[config.mk]
export PLATFORM = sky130hd
export DESIGN_NAME = progExcTop
export DESIGN_NICKNAME = d
export VERILOG_FILES = /design/src/hdl/ppcPkg.sv /design/src/hdl/instrDecode.sv /design/src/hdl/programError.sv /design/src/hdl/exceptionUnit.sv /design/src/hdl/progExcTop.sv
export VERILOG_INCLUDE_DIRS = /design/src /design/src/include
export SDC_FILE = /design/constraint.sdc
export NUM_CORES = 1
export LEC_CHECK = 0
export BUFFER_PORTS_ARGS = -buffer_cell sky130_fd_sc_hd__buf_2
export CAP_MARGIN = 25
export CORE_AREA = 2 2 151 153
export CTS_CLUSTER_SIZE = 25
export DETAILED_ROUTE_END_ITERATION = 8
export DIE_AREA = 0 0 153 155
export GPL_TIMING_DRIVEN = 0
export PLACE_DENSITY = 0.76
export SLEW_MARGIN = 20
export SYNTH_ARGS = -nofsm -noshare
export SYNTH_HDL_FRONTEND = slang
export SYNTH_SLANG_ARGS = --single-unit
[constraint.sdc]
create_clock -name clk -period 6 [get_ports clk]
set_input_delay 1.8 -clock clk [delete_from_list [all_inputs] [get_ports clk]]
set_output_delay 1.8 -clock clk [all_outputs]
set_load 0.05 [all_outputs]
[src/include/ppc_macros.svh]
// **************************************
// PPC program error path constants
// SPR numbers, MSR/ESR bits, opcodes
// **************************************
`ifndef PPC_MACROS_SVH
`define PPC_MACROS_SVH

`define SPRN_XER    10'd1
`define SPRN_LR     10'd8
`define SPRN_CTR    10'd9
`define SPRN_SRR0   10'd26
`define SPRN_SRR1   10'd27
`define SPRN_DEAR   10'd61
`define SPRN_ESR    10'd62
`define SPRN_IVPR   10'd63
`define SPRN_IVOR2  10'd402
`define SPRN_IVOR3  10'd403
`define SPRN_IVOR4  10'd404
`define SPRN_IVOR6  10'd406
`define SPRN_IVOR8  10'd408
`define SPRN_IVOR13 10'd413
`define SPRN_IVOR14 10'd414

`define MSR_EE  16 // big-endian bit numbers
`define MSR_PR  17

`define ESR_PIL 4
`define ESR_PPR 5
`define ESR_PTR 6

`define OP_PRIMARY_TWI 6'd3
`define OP_PRIMARY_X   6'd31

`define XO_TW    10'd4
`define XO_MFMSR 10'd83
`define XO_MTMSR 10'd146
`define XO_ADD   10'd266
`define XO_MFSPR 10'd339
`define XO_OR    10'd444
`define XO_MTSPR 10'd467

`endif

[src/hdl/ppcPkg.sv]
// **************************************
// PPC program error types
// classes, FSM states, stage structs
// **************************************
package ppcPkg;

	typedef enum logic [2:0] {
		OP_NORMAL  = 3'd0,
		OP_UNDEF   = 3'd1,
		OP_PRIV    = 3'd2,
		OP_MOVESPR = 3'd3,
		OP_TRAP    = 3'd4
	} opClass_t;

	typedef enum logic [1:0] {
		EXC_IDLE   = 2'd0,
		EXC_SAVE   = 2'd1,
		EXC_VECTOR = 2'd2
	} excState_t;

	typedef struct packed {
		logic        valid;
		opClass_t    cls;
		logic [9:0]  sprn;      // already swapped
		logic        trapTaken;
		logic [31:0] pc;
		logic [31:0] msr;
	} decodedInstr_t;

	typedef struct packed {
		logic illegal;
		logic privileged;
		logic trap;
	} progErrCode_t;

	typedef struct packed {
		logic [31:0] pc;
		logic [31:0] msr;
	} progErrCtx_t;

endpackage

[src/hdl/instrDecode.sv]
// **************************************
// Instruction decode stage
// classifies the word, evaluates tw/twi
// **************************************
`timescale 1ns/1ps
`include "ppc_macros.svh"

module instrDecode import ppcPkg::*; (
	input  logic          clk,
	input  logic          rst,
	input  logic          instrValid,
	input  logic [31:0]   instr,
	input  logic [31:0]   pc,
	input  logic [31:0]   msr,
	input  logic [31:0]   rA,
	input  logic [31:0]   rB,
	input  logic          flush,
	output decodedInstr_t dec
);

	logic [5:0]  primary;
	logic [9:0]  xo;
	logic [4:0]  to;
	logic [31:0] cmpB;
	logic        lessS;
	logic        greaterS;
	logic        equal;
	logic        lessU;
	logic        greaterU;
	logic        trapHit;
	logic        take;
	opClass_t    cls;

	assign primary = instr[31:26];
	assign to      = instr[25:21];
	assign xo      = instr[10:1];
	assign take    = instrValid & ~flush; // dropped during exception service

	// twi compares against the sign-extended SI field
	assign cmpB = (primary == `OP_PRIMARY_TWI) ? {{16{instr[15]}}, instr[15:0]} : rB;

	assign lessS    = $signed(rA) < $signed(cmpB);
	assign greaterS = $signed(rA) > $signed(cmpB);
	assign equal    = rA == cmpB;
	assign lessU    = rA < cmpB;
	assign greaterU = rA > cmpB;

	assign trapHit = (to[4] & lessS) |
	                 (to[3] & greaterS) |
	                 (to[2] & equal) |
	                 (to[1] & lessU) |
	                 (to[0] & greaterU);

	always_comb begin
		cls = OP_UNDEF;
		if (primary == `OP_PRIMARY_TWI) begin
			cls = OP_TRAP;
		end else if (primary == `OP_PRIMARY_X) begin
			case (xo)
				`XO_ADD, `XO_OR:      cls = OP_NORMAL;
				`XO_MTMSR, `XO_MFMSR: cls = OP_PRIV;
				`XO_MTSPR, `XO_MFSPR: cls = OP_MOVESPR;
				`XO_TW:               cls = OP_TRAP;
				default:              cls = OP_UNDEF;
			endcase
		end
	end

	always_ff @(posedge clk) begin
		if (rst) begin
			dec.valid <= 1'b0;
		end else begin
			dec.valid <= take;
		end
		if (take) begin
			dec.cls       <= cls;
			dec.sprn      <= {instr[15:11], instr[20:16]}; // split field swap
			dec.trapTaken <= trapHit;
			dec.pc        <= pc;
			dec.msr       <= msr;
		end
	end

	// nothing leaves decode on the cycle after a flush
	noValidAfterFlush: assert property (@(posedge clk) disable iff (rst)
		$past(flush) |-> !dec.valid)
		else $error("decode emitted a valid item after flush");

endmodule

[src/hdl/programError.sv]
// **************************************
// Program error detection
// sticky request for illegal/priv/trap
// **************************************
`timescale 1ns/1ps
`include "ppc_macros.svh"

module programError import ppcPkg::*; (
	input  logic          clk,
	input  logic          rst,
	input  decodedInstr_t dec,
	input  logic          ack,
	output logic          progErr,
	output progErrCode_t  code,
	output progErrCtx_t   ctx
);

	// result is {exists, privileged}
	function automatic logic [1:0] sprLookup(input logic [9:0] sprn);
		case (sprn)
			`SPRN_XER, `SPRN_LR, `SPRN_CTR:
				sprLookup = 2'b10;
			`SPRN_SRR0, `SPRN_SRR1, `SPRN_ESR, `SPRN_DEAR, `SPRN_IVPR,
			`SPRN_IVOR2, `SPRN_IVOR3, `SPRN_IVOR4, `SPRN_IVOR6,
			`SPRN_IVOR8, `SPRN_IVOR13, `SPRN_IVOR14:
				sprLookup = 2'b11;
			default:
				sprLookup = 2'b00;
		endcase
	endfunction

	logic [1:0]   sprInfo;
	logic         problemState;
	logic         isMove;
	logic         req;
	logic         capture;
	progErrCode_t errNow;

	assign sprInfo      = sprLookup(dec.sprn);
	assign problemState = dec.msr[31-`MSR_PR];
	assign isMove       = dec.cls == OP_MOVESPR;

	assign errNow.illegal    = (dec.cls == OP_UNDEF) || (problemState && isMove && !sprInfo[1]);
	assign errNow.privileged = problemState && ((dec.cls == OP_PRIV) || (isMove && sprInfo[0]));
	assign errNow.trap       = (dec.cls == OP_TRAP) && dec.trapTaken;

	assign req     = dec.valid && (|errNow);
	assign capture = req && !progErr && !ack; // first error only

	always_ff @(posedge clk) begin
		if (rst) begin
			progErr <= 1'b0;
		end else if (ack) begin
			progErr <= 1'b0;
		end else if (req) begin
			progErr <= 1'b1;
		end
		if (capture) begin
			code    <= errNow;
			ctx.pc  <= dec.pc;
			ctx.msr <= dec.msr;
		end
	end

	ackOnlyWithRequest: assert property (@(posedge clk) disable iff (rst)
		ack |-> progErr)
		else $error("ack seen without a pending program error");

endmodule

[src/hdl/exceptionUnit.sv]
// **************************************
// Program exception unit
// saves context, sets ESR, vectors fetch
// **************************************
`timescale 1ns/1ps
`include "ppc_macros.svh"

module exceptionUnit import ppcPkg::*; (
	input  logic         clk,
	input  logic         rst,
	input  logic         progErr,
	input  progErrCode_t code,
	input  progErrCtx_t  ctx,
	input  logic [31:0]  ivpr,
	input  logic [31:0]  ivor6,
	output logic         ack,
	output logic         flush,
	output logic         redirect,
	output logic [31:0]  redirectPc,
	output logic [31:0]  srr0,
	output logic [31:0]  srr1,
	output logic [31:0]  esr,
	output logic [31:0]  msrNew
);

	excState_t   state;
	logic        takeExc;
	logic [31:0] causeBits;
	logic [31:0] msrCleared;

	assign takeExc = (state == EXC_IDLE) && progErr;

	always_comb begin
		causeBits = '0;
		causeBits[31-`ESR_PIL] = code.illegal;
		causeBits[31-`ESR_PPR] = code.privileged;
		causeBits[31-`ESR_PTR] = code.trap;

		msrCleared = ctx.msr;
		msrCleared[31-`MSR_PR] = 1'b0; // back to supervisor
		msrCleared[31-`MSR_EE] = 1'b0; // external interrupts off
	end

	always_ff @(posedge clk) begin
		if (rst) begin
			state <= EXC_IDLE;
		end else begin
			case (state)
				EXC_IDLE: begin
					if (progErr)
						state <= EXC_SAVE;
				end
				EXC_SAVE:   state <= EXC_VECTOR;
				EXC_VECTOR: state <= EXC_IDLE;
				default:    state <= EXC_IDLE;
			endcase
		end
	end

	// context lands on the edge that enters SAVE
	always_ff @(posedge clk) begin
		if (rst) begin
			srr0   <= '0;
			srr1   <= '0;
			esr    <= '0;
			msrNew <= '0;
		end else if (takeExc) begin
			srr0   <= ctx.pc;
			srr1   <= ctx.msr;
			esr    <= causeBits; // old causes dropped
			msrNew <= msrCleared;
		end
	end

	always_ff @(posedge clk) begin
		if (state == EXC_SAVE)
			redirectPc <= {ivpr[31:16], ivor6[15:4], 4'b0000};
	end

	assign ack      = state == EXC_SAVE;
	assign redirect = state == EXC_VECTOR;
	assign flush    = progErr || (state != EXC_IDLE);

	// one redirect pulse right after each ack
	redirectAfterAck: assert property (@(posedge clk) disable iff (rst)
		ack |=> redirect ##1 !redirect)
		else $error("redirect did not follow ack as a single pulse");

endmodule

[src/hdl/progExcTop.sv]
// **************************************
// Program exception path top level
// decode, detection, exception unit
// **************************************
`timescale 1ns/1ps

module progExcTop import ppcPkg::*; (
	input  logic        clk,
	input  logic        rst,
	input  logic        instrValid,
	input  logic [31:0] instr,
	input  logic [31:0] pc,
	input  logic [31:0] msr,
	input  logic [31:0] rA,
	input  logic [31:0] rB,
	input  logic [31:0] ivpr,
	input  logic [31:0] ivor6,
	output logic        redirect,
	output logic [31:0] redirectPc,
	output logic [31:0] srr0,
	output logic [31:0] srr1,
	output logic [31:0] esr,
	output logic [31:0] msrNew,
	output logic        progErr,
	output logic        flush
);

	decodedInstr_t dec;
	progErrCode_t  code;
	progErrCtx_t   ctx;
	logic          ack;

	instrDecode u_decode (
		.clk(clk), .rst(rst), .instrValid(instrValid), .instr(instr),
		.pc(pc), .msr(msr), .rA(rA), .rB(rB), .flush(flush), .dec(dec)
	);

	programError u_progError (
		.clk(clk), .rst(rst), .dec(dec), .ack(ack),
		.progErr(progErr), .code(code), .ctx(ctx)
	);

	exceptionUnit u_excUnit (
		.clk(clk), .rst(rst), .progErr(progErr), .code(code), .ctx(ctx),
		.ivpr(ivpr), .ivor6(ivor6), .ack(ack), .flush(flush),
		.redirect(redirect), .redirectPc(redirectPc),
		.srr0(srr0), .srr1(srr1), .esr(esr), .msrNew(msrNew)
	);

endmodule

* Word level (Yosys, flattened, before mapping)
Cells that the tools add are included.
Storage, ports and cells: RAM bits 0, output and inout bits 163, bits in read-only memories 0, bits of input ports 227, memories kept 0, bits in latches 0, flip-flop bits (word level) 274
Cells by class: mux-type cells 6, reductions and logical operators 25, multipliers 0, order comparisons 4, shift-type cells 0, equal/unequal tests 32, bitwise logic cells 12, div/mod/pow operators 0, $add $sub $neg 0
Operators by type and width (number):
- 10-bit by 9-bit equality test with 1-bit output (second input constant) | 11
- 32-bit > comparator | 2
- 32-bit < comparator | 2
- 32-bit equality test | 1
- 32-bit 2-to-1 mux | 1
- 10-bit by 6-bit equality test with 1-bit output (second input constant) | 3
- 10-bit by 4-bit equality test with 1-bit output (second input constant) | 2
- 10-bit by 5-bit equality test with 1-bit output (second input constant) | 2
- 3-bit one-hot mux with 4 select lines | 1
- 12-bit OR reduction | 1
- 10-bit by 1-bit equality test with 1-bit output (second input constant) | 1
- 10-bit by 3-bit equality test with 1-bit output (second input constant) | 1
- 10-bit by 7-bit equality test with 1-bit output (second input constant) | 1
- 10-bit by 8-bit equality test with 1-bit output (second input constant) | 1
- 2-bit OR reduction | 5
- 1-bit logical AND | 9
- 2-bit one-hot mux with 2 select lines | 2
- 1-bit bitwise AND | 6
- 3-bit by 2-bit equality test with 1-bit output (second input constant) | 2
- 6-bit by 2-bit equality test with 1-bit output (second input constant) | 1
- 6-bit by 5-bit equality test with 1-bit output (second input constant) | 1
- 3-bit OR reduction | 2
- 1-bit OR | 4
- 3-bit by 1-bit equality test with 1-bit output (second input constant) | 1
- other kinds (11) | 16

* Depth between registers and ports, before layout
Gate-level depths: netlist of run 1.
depth after elaboration 10, depth in mapped cells 15, gate-level depth less buffers 12

* Hierarchy
Synthesis of run 1 repeated with hierarchy kept, for this count alone.
Second synthesis, totals: cells, all modules 731, area total of the unflattened synthesis 10263.6 um^2
By module, submodules not included:
- exceptionUnit | sequential area each 2222.1 um^2, area an instance 4428.0 um^2, cells an instance 394, times used 1
- instrDecode | sequential area each 2362.3 um^2, area an instance 3570.9 um^2, cells an instance 235, times used 1
- programError | sequential area each 2031.9 um^2, area an instance 2264.7 um^2, cells an instance 102, times used 1

* Worst setup path before layout of run 1
No wires, ideal clock.
path type register to register, start point register, netlist name u_decode.dec[68], end point register, netlist name u_progError.code[0], required time 5.426 ns, slack -0.063 ns, path buffers 0, data arrival time 5.488 ns, stages on the path, launching flop included 7, clock period less this slack 6.063 ns, path through edfxtp_1 -> nor2_1 -> nor4_2 -> nand3_1 -> and4b_1 -> o21ai_2 -> nor3_1
Between the ends: longest elaborated chain between the ends 10, elaborated cells on any way between the ends 28, classes of those cells eq/ne (15); mux (1); reduce/logical (12)
Ends and longest elaborated chain:
- 10-bit by 5-bit equality test with 1-bit output, or another cell as far along | line programError.sv:20 | case (sprn)
- 12-bit OR reduction or 3-bit OR reduction (tied branches) | line programError.sv:20
- 2-bit one-hot mux with 2 select lines (*) | line programError.sv:20
- 1-bit logical AND or 1-bit zero test (tied branches) | line programError.sv:44, programError.sv:43
- 1-bit logical OR or 1-bit logical AND (tied branches) | line programError.sv:44, programError.sv:43
- 1-bit logical AND or 1-bit logical OR (tied branches) | line programError.sv:44, programError.sv:43
- 3-bit OR reduction (*) | line programError.sv:47 | assign req = dec.valid && (|errNow);
- 1-bit logical AND (*) | line programError.sv:47
- 1-bit logical AND (*) (2 in series) | line programError.sv:48 | assign capture = req && !progErr && !ack;
- named net u_progError.capture | line programError.sv:36 | logic capture;
The timed path passes the listed nets; every way through them passes the cells marked *. A chain may end at the register's enable or synchronous reset.

* Final worst setup path of run 1
start point input port instr[31], end point register, netlist name u_decode.dec[64]
Between the ends: longest elaborated chain between the ends 8, elaborated cells on any way between the ends 16, classes of those cells order compare (4); eq/ne (2); mux (1); bitwise (9)
Ends and longest elaborated chain:
- start: declaration | line progExcTop.sv:11 | input logic [31:0] instr,
- 6-bit by 2-bit equality test with 1-bit output (no line) (*)
- 32-bit 2-to-1 mux (*) | line instrDecode.sv:40 | assign cmpB = (primary == `OP_PRIMARY_TWI) ? {{16{instr[15]}}, instr[15:0]} : rB;
- 32-bit < comparator or 32-bit > comparator (tied branches) | line instrDecode.sv:42, instrDecode.sv:43
- 1-bit bitwise AND (on tied branches) | line instrDecode.sv:48, instrDecode.sv:49
- 1-bit OR | line instrDecode.sv:48 | assign trapHit = (to[4] & lessS) |
- 1-bit OR | line instrDecode.sv:49 | (to[3] & greaterS) |
- 1-bit OR | line instrDecode.sv:50 | (to[2] & equal) |
- 1-bit OR (*) | line instrDecode.sv:51 | (to[1] & lessU) |
- named net u_decode.trapHit | line instrDecode.sv:30 | logic trapHit;
Marked as above.

==> metrics.csv, run 1 <==
stage;metric;value;unit
outcome;status;completed;
final_layout;area_growth;31.9;%
timing;hold_viol_final;0;
placed_design;pre_cts_ws;887;ps
cts;cts_made_buffers;23;
logic_synthesis;yosys_warnings;0;
critical_path;crit_chain;buf_2, nand3b_1, or4_1, buf_2, clkinv_2, and2_4, buf_6, buf_12, a21oi_2, ha_1, nand4_1, nor4_2, and2_1, nor2_1, a221oi_2, mux2i_1;
power;swShare;24.5;%
route;via_per_inst;4.72;
cts;numClockSinks;244;
critical_path;endpoint_kind;flip-flop;
logic_synthesis;synth_edf_count;173;
route;drtIter0Drc;289;
timing;setup_tns;0;ps
timing;setup_violations;0;
power;sequentialPowerShare;50.0;%
critical_path;critPathLaunchType;input pin;
critical_path;critical_path_required;6230;ps
logic_synthesis;ys_ff_latch;244;
critical_path;path_class;input pin to flip-flop;
cts;insertion_delay;510;ps
route;drtPass1Iterations;4;
hold_path;min_path_type;flip-flop to flip-flop;
floorplan;initial_core_util;43.0;%
route;drt-total-wl;22300;um
timing;fin_ws;1430;ps
timing;finalClockSkew;16.3;ps
critical_path;critPathBufInv;5;
cts;post_cts_resized;0;
placed_design;dpl.hpwl;17300;um
route;wl_per_cell;15.6;um
floorplan;rows;55;
global_route;grt_pass1_vias;6548;
critical_path;critPathMaxFanout;10;
critical_path;cp_top_family;simple AND/OR/NAND/NOR gates;
floorplan;coreArea;22200;um2
power;p_leak;5.48;nW
logic_synthesis;synth_area_per_cell;13.0;um2
timing;maxSlewViolCount;0;
global_route;overflow;0;
cts;postCtsSetupBuffers;0;
cts;cts_max_path_buffers;3;
cts;cts_hold_buf;0;
final_layout;final_core_util;56.8;%
power;ir_drop;0.178;mV
global_route;antenna_found_initial;6;
timing;max_freq;219;MHz
critical_path;arrival;4800;ps
route;vias;6737;
timing;min_period_over_period;76.2;%
route;antenna_left;0;
floorplan;dieArea;23700;um2
run;cap_violations;0;
power;p_sw;0.948;mW
floorplan;die_x;153;um
logic_synthesis;synth-seq-area-share;69.2;%
critical_path;slowest_delay;470;ps
floorplan;num_io_pins;390;
logic_synthesis;synth.distinct_cells;55;
power;power-per-cell-area;307;nW/um2
power;pwr-share-clk;38.0;%
floorplan;dieHeight;155;um
critical_path;crit_top_cell;buf_2;
global_route;grt_pass1_wl;34100;um
critical_path;cpMaxStageDelayCell;nor4_2;
logic_synthesis;synth.area.top_cells;edfxtp_1, dfxtp_1, nand2_1, buf_4, a21oi_1;
power;total_power;3.87;mW
logic_synthesis;netlist_instances;733;
global_route;grt_max_degree;29;
timing;fin_crit;4570;ps
timing;hold_slack;416;ps
timing;max_slew_margin;48.8;%
logic_synthesis;synth-main-ff-cell;edfxtp_1;
placed_design;gp_congestion;0.809;
route;drcViolationCount;0;
power;intPower;2.92;mW
logic_synthesis;yosys.area.top_type;edfxtp_1;
logic_synthesis;synth-async-reset-ratio;0;%
timing;rsz0062_at_grt;no;
timing;tightest_slew;766;ps
cts;root_buffer;clkbuf_16;
final_layout;drive_gt1_share;41.0;%
placed_design;io_buffers;317;
power;power_frac_comb;12.1;%
global_route;grtUsageTotal;18.0;%
cts;htree_num_levels;1;
logic_synthesis;syn_area;9560;um2
logic_synthesis;synth_top_area_share;54.3;%
final_layout;final_nets;1379;
cts;cts_tree;yes;
cts;clkSlewWorstSetupHoldPaths;60;ps
[through the flow]
step,cells,cell area (um2)
finish,1426,12600
global route,1425,12600
CTS,1422,12600
detailed placement,1380,11800
global placement,1369,11600
floorplan,767,9690
[state kept, by name (all words and copies together), names as in the netlist]
signal and flops:
u_progError.code 3, u_progError.ctx 64, u_excUnit.srr1 32, u_excUnit.redirectPc 28, u_excUnit.state 2, u_progError.progErr 1
u_decode.dec 79, u_excUnit.esr 3, u_excUnit.srr0 32
[area by class of cell]
cell class / instances / area, um2
antenna: 4 / 10.0
buffer: 94 / 632
clock buffer: 29 / 692
clock inverter: 13 / 106
fill: 1818 / 9610
inverter: 9 / 35.0
multi-input combinational: 420 / 2420
sequential: 244 / 6620
tap: 285 / 357
timing repair buffer: 328 / 1740
[power groups by stage]
stage / sequential (mW) / clock, mW / combinational (mW)
global placement: 1.98 / 0 / 0.440
floorplan: 2.05 / 0 / 0.231
detailed placement: 1.97 / 0 / 0.468
CTS: 1.93 / 1.50 / 0.470
global route: 1.94 / 1.57 / 0.504
finish: 1.93 / 1.47 / 0.467
[Yosys cell counts (3+ instances only)]
cell type / instances
nand2_1: 144
nor2_1: 13
a21oi_1: 92
nand4_1: 12
dfxtp_1: 71
nand3_1: 6
inv_1: 8
buf_4: 65
edfxtp_1: 173
nor2b_1: 8
clkbuf_1: 16
ha_1: 32
buf_2: 9
a21o_1: 3
nor3_1: 6
o21ai_0: 3
a211oi_1: 4
a21oi_2: 10
mux2i_1: 16
[cells by family (layout without fill, tap and decap cells)]
kind of cell	count (synthesis)	in the layout	synth area share [%]
muxes	17	17	1.79
adders and majority gates	32	32	4.19
DFF	244	244	69.2
other	1	39	0.0392
and+or+nand+nor	209	209	9.95
buffers and inverters	103	473	6.98
AOI/OAI and AO/OA	127	127	7.85
[metal layers]
layer,vias up,wire length (um),track usage [%]
met5,-,24,0
met4,4,628,5.95
met3,40,1640,3.73
met2,286,11600,33.7
met1,3091,8400,20.6
li1,3316,-,-
[worst paths after layout]
kind / startpoint / end / slack [ps] / cells past startpoint
max: instr[31] / u_decode.dec[64] / 1430 / 16
min: u_decode.dec[6] / u_progError.ctx[6] / 420 / 0
max reg2reg: u_decode.dec[70] / u_progError.ctx[38] / 3550 / 9
min reg2reg: u_decode.dec[6] / u_progError.ctx[6] / 420 / 0
[layout by cell type (no fill, tap or decap), types with 2 or more instances in the layout]
master      Yosys  routed
a2111oi_0       2       2
or3_1           2       2
buf_12          1       3
clkbuf_1       16      16
nand4_1        12      12
nor2b_1         8       7
clkinv_1        0       3
inv_1           8       8
buf_4          65      70
a21o_1          3       3
diode_2         0       4
nand2_1       144     144
dfxtp_1        71      71
clkinvlp_4      0       2
ha_1           32      32
mux2i_1        16      16
nor4_2          2       2
or4_1           2       2
nand3_1         6       6
o21ai_0         3       3
edfxtp_1      173     173
buf_2           9     326
clkbuf_8        0       3
nor2_1         13      12
conb_1          1      35
nor3_1          6       5
a21oi_2        10      10
buf_6           1       3
clkinv_2        1       7
buf_16          0       2
clkbuf_16       0      26
a21oi_1        92      92
nand3b_1        2       2
a211oi_1        4       4
buf_1           2       2
Power figures use the tool's default switching activity.
==> inputs of run 2 (changes only) <==
==> constraint.sdc (replaced) <==
create_clock -name clk -period 3.76 [get_ports clk]
set_input_delay 1.128 -clock clk [delete_from_list [all_inputs] [get_ports clk]]
set_output_delay 1.128 -clock clk [all_outputs]
set_load 0.05 [all_outputs]
==> metrics.csv, run 2 (synthesized netlist as in run 1, its figures left out) <==
stage;metric;value;unit;change
final_layout;largest_reg_flops;79;;unchanged
outcome;status;completed;;unchanged
placed_design;gp_congestion;0.791;;was 0.809
floorplan;dieHeight;155;um;unchanged
floorplan;dieArea;23700;um2;unchanged
critical_path;critical_path_required;4000;ps;was 6230 ps
floorplan;initial_core_util;43.0;%;unchanged
placed_design;place_inst;1381;;was 1,380
power;ir_drop;0.322;mV;was 0.178 mV
final_layout;final_nets;1383;;was 1,379
route;antenna_left;0;;unchanged
timing;min_period_over_period;95.6;%;
timing;max_freq;278;MHz;
timing;setup_violations;0;;unchanged
final_layout;final_core_util;56.6;%;was 56.8%
route;via_per_inst;4.72;;about the same
global_route;grt_max_degree;29;;unchanged
final_layout;stdcell_count;1428;;was 1,426
critical_path;arrival;3830;ps;was 4800 ps
timing;fin_ws;165;ps;was 1430 ps
timing;finalClockSkew;17.6;ps;was 16.3 ps
global_route;antenna_found_initial;3;;was 6
floorplan;rows;55;;unchanged
critical_path;slowest_delay;420;ps;was 470 ps
power;power-per-cell-area;476;nW/um2;was 307 nW/um2
hold_path;min_path_type;flip-flop to flip-flop;;unchanged
run;cap_violations;0;;unchanged
power;p_leak;5.47;nW;was 5.48 nW
timing;tightest_slew;629;ps;was 766 ps
global_route;grt_pass1_vias;6448;;was 6,548
placed_design;io_buffers;317;;unchanged
cts;cts_tree;yes;;unchanged
global_route;grtUsageTotal;17.4;%;was 18.0%
floorplan;die_x;153;um;unchanged
timing;hold_viol_final;0;;unchanged
critical_path;critPathMaxFanout;7;;was 10
cts;htree_num_levels;1;;unchanged
cts;insertion_delay;510;ps;about the same
global_route;grt_pass1_wl;32900;um;was 34,100 um
critical_path;critPathBufInv;4;;was 5
critical_path;cp_top_family;simple AND/OR/NAND/NOR gates;;unchanged
route;drtIter0Drc;306;;was 289
cts;clkSlewWorstSetupHoldPaths;60;ps;about the same
route;drcViolationCount;0;;unchanged
route;wl_per_cell;15.3;um;was 15.6 um
placed_design;dpl.hpwl;16800;um;was 17,300 um
cts;cts_hold_buf;0;;unchanged
final_layout;reg.largest.list;u_decode.dec: 79 flops, u_progError.ctx: 64 flops;;unchanged
cts;cts_made_buffers;23;;unchanged
critical_path;cpMaxStageDelayCell;or4_1;;was nor4_2
critical_path;path_class;input pin to flip-flop;;unchanged
timing;fin_crit;3600;ps;
critical_path;endpoint_kind;flip-flop;;unchanged
final_layout;most-common-layout-cells;buf_2, edfxtp_1, nand2_1;;unchanged
floorplan;num_io_pins;390;;unchanged
global_route;overflow;0;;unchanged
placed_design;pre_cts_ws;-493;ps;was 887 ps
timing;rsz0062_at_grt;no;;unchanged
critical_path;critPathLaunchType;input pin;;unchanged
cts;cts_max_path_buffers;3;;unchanged
critical_path;crit_chain;buf_2, nand3b_1, or4_1, buf_6, inv_4, and2_4, buf_12, a21oi_2, ha_1, nand4_1, nor4_4, and2_4, nor2_2, a221oi_2, mux2i_1;;was buf_2, nand3b_1, or4_1, buf_2, clkinv_2, and2_4, buf_6, buf_12, a21oi_2, ha_1, nand4_1, nor4_2, and2_1, nor2_1, a221oi_2, mux2i_1
timing;maxSlewViolCount;0;;unchanged
route;drt-total-wl;21800;um;was 22,300 um
final_layout;area_growth;31.7;%;was 31.9%
floorplan;coreArea;22200;um2;unchanged
final_layout;drive_gt1_share;40.9;%;was 41.0%
route;drtPass1Iterations;5;;was 4
final_layout;largest-register;u_decode.dec;;unchanged
timing;hold_slack;411;ps;was 416 ps
final_layout;final_common_cell;buf_2;;unchanged
cts;numClockSinks;244;;unchanged
critical_path;crit_top_cell;and2_4;;was buf_2
route;vias;6740;;was 6,737
timing;max_slew_margin;58.1;%;was 48.8%
cts;root_buffer;clkbuf_16;;unchanged
==> run 2: area by class of cell <==
| cell class | count | area [um2] |
|---|---|---|
| fill | 1816 | 9640 |
| sequential | 244 | 6620 |
| multi-input combinational | 420 | 2450 |
| timing repair buffer | 333 | 1790 |
| buffer | 93 | 627 |
| clock buffer | 31 | 626 |
| tap | 285 | 357 |
| clock inverter | 10 | 81.3 |
| inverter | 9 | 36.3 |
| antenna | 3 | 7.51 |
==> run 2: worst paths after layout <==
path	startpoint	end	slack, ps	cells after the start
max reg2reg	u_decode.dec[70]	u_progError.ctx[41]	1300	9
max	instr[31]	u_decode.dec[64]	160	15
min reg2reg	u_decode.dec[0]	u_progError.ctx[0]	410	0
min	u_decode.dec[0]	u_progError.ctx[0]	410	0
==> run 2: power breakdown <==
group          leakage [nW]  switching [mW]  internal (mW)  total, mW
Clock                 0.345           0.921           1.24       2.16
Combinational          2.94           0.499          0.247      0.746
Sequential             2.19          0.0508           3.03       3.08
==> run 2: what timing repair did <==
action / 4_1_cts / 5_1_grt
resized for setup: 0 / 6
setup endpoints to repair: 0 / 1
buffers inserted: 0 / 3
==> run 2: routing by layer <==
metal	up-vias	track usage, %	wire length (um)
met1	3082	20.4	8440
met4	0	7.72	756
met2	291	31.4	11100
met3	49	3.06	1490
li1	3318	-	-
met5	-	0	0
==> run 2: through the flow <==
| step | instance area, um2 | TNS, ps | total power, mW |
|---|---|---|---|
| 2_1_floorplan | 9700 | -154300 | 3.63 |
| 3_3_place_gp | 11600 | -399820 | 3.86 |
| 3_5_place_dp | 11800 | -493 | 3.89 |
| 4_1_cts | 12500 | 0 | 6.05 |
| 5_1_grt | 12600 | 0 | 6.21 |
| 6_report | 12600 | 0 | 5.99 |
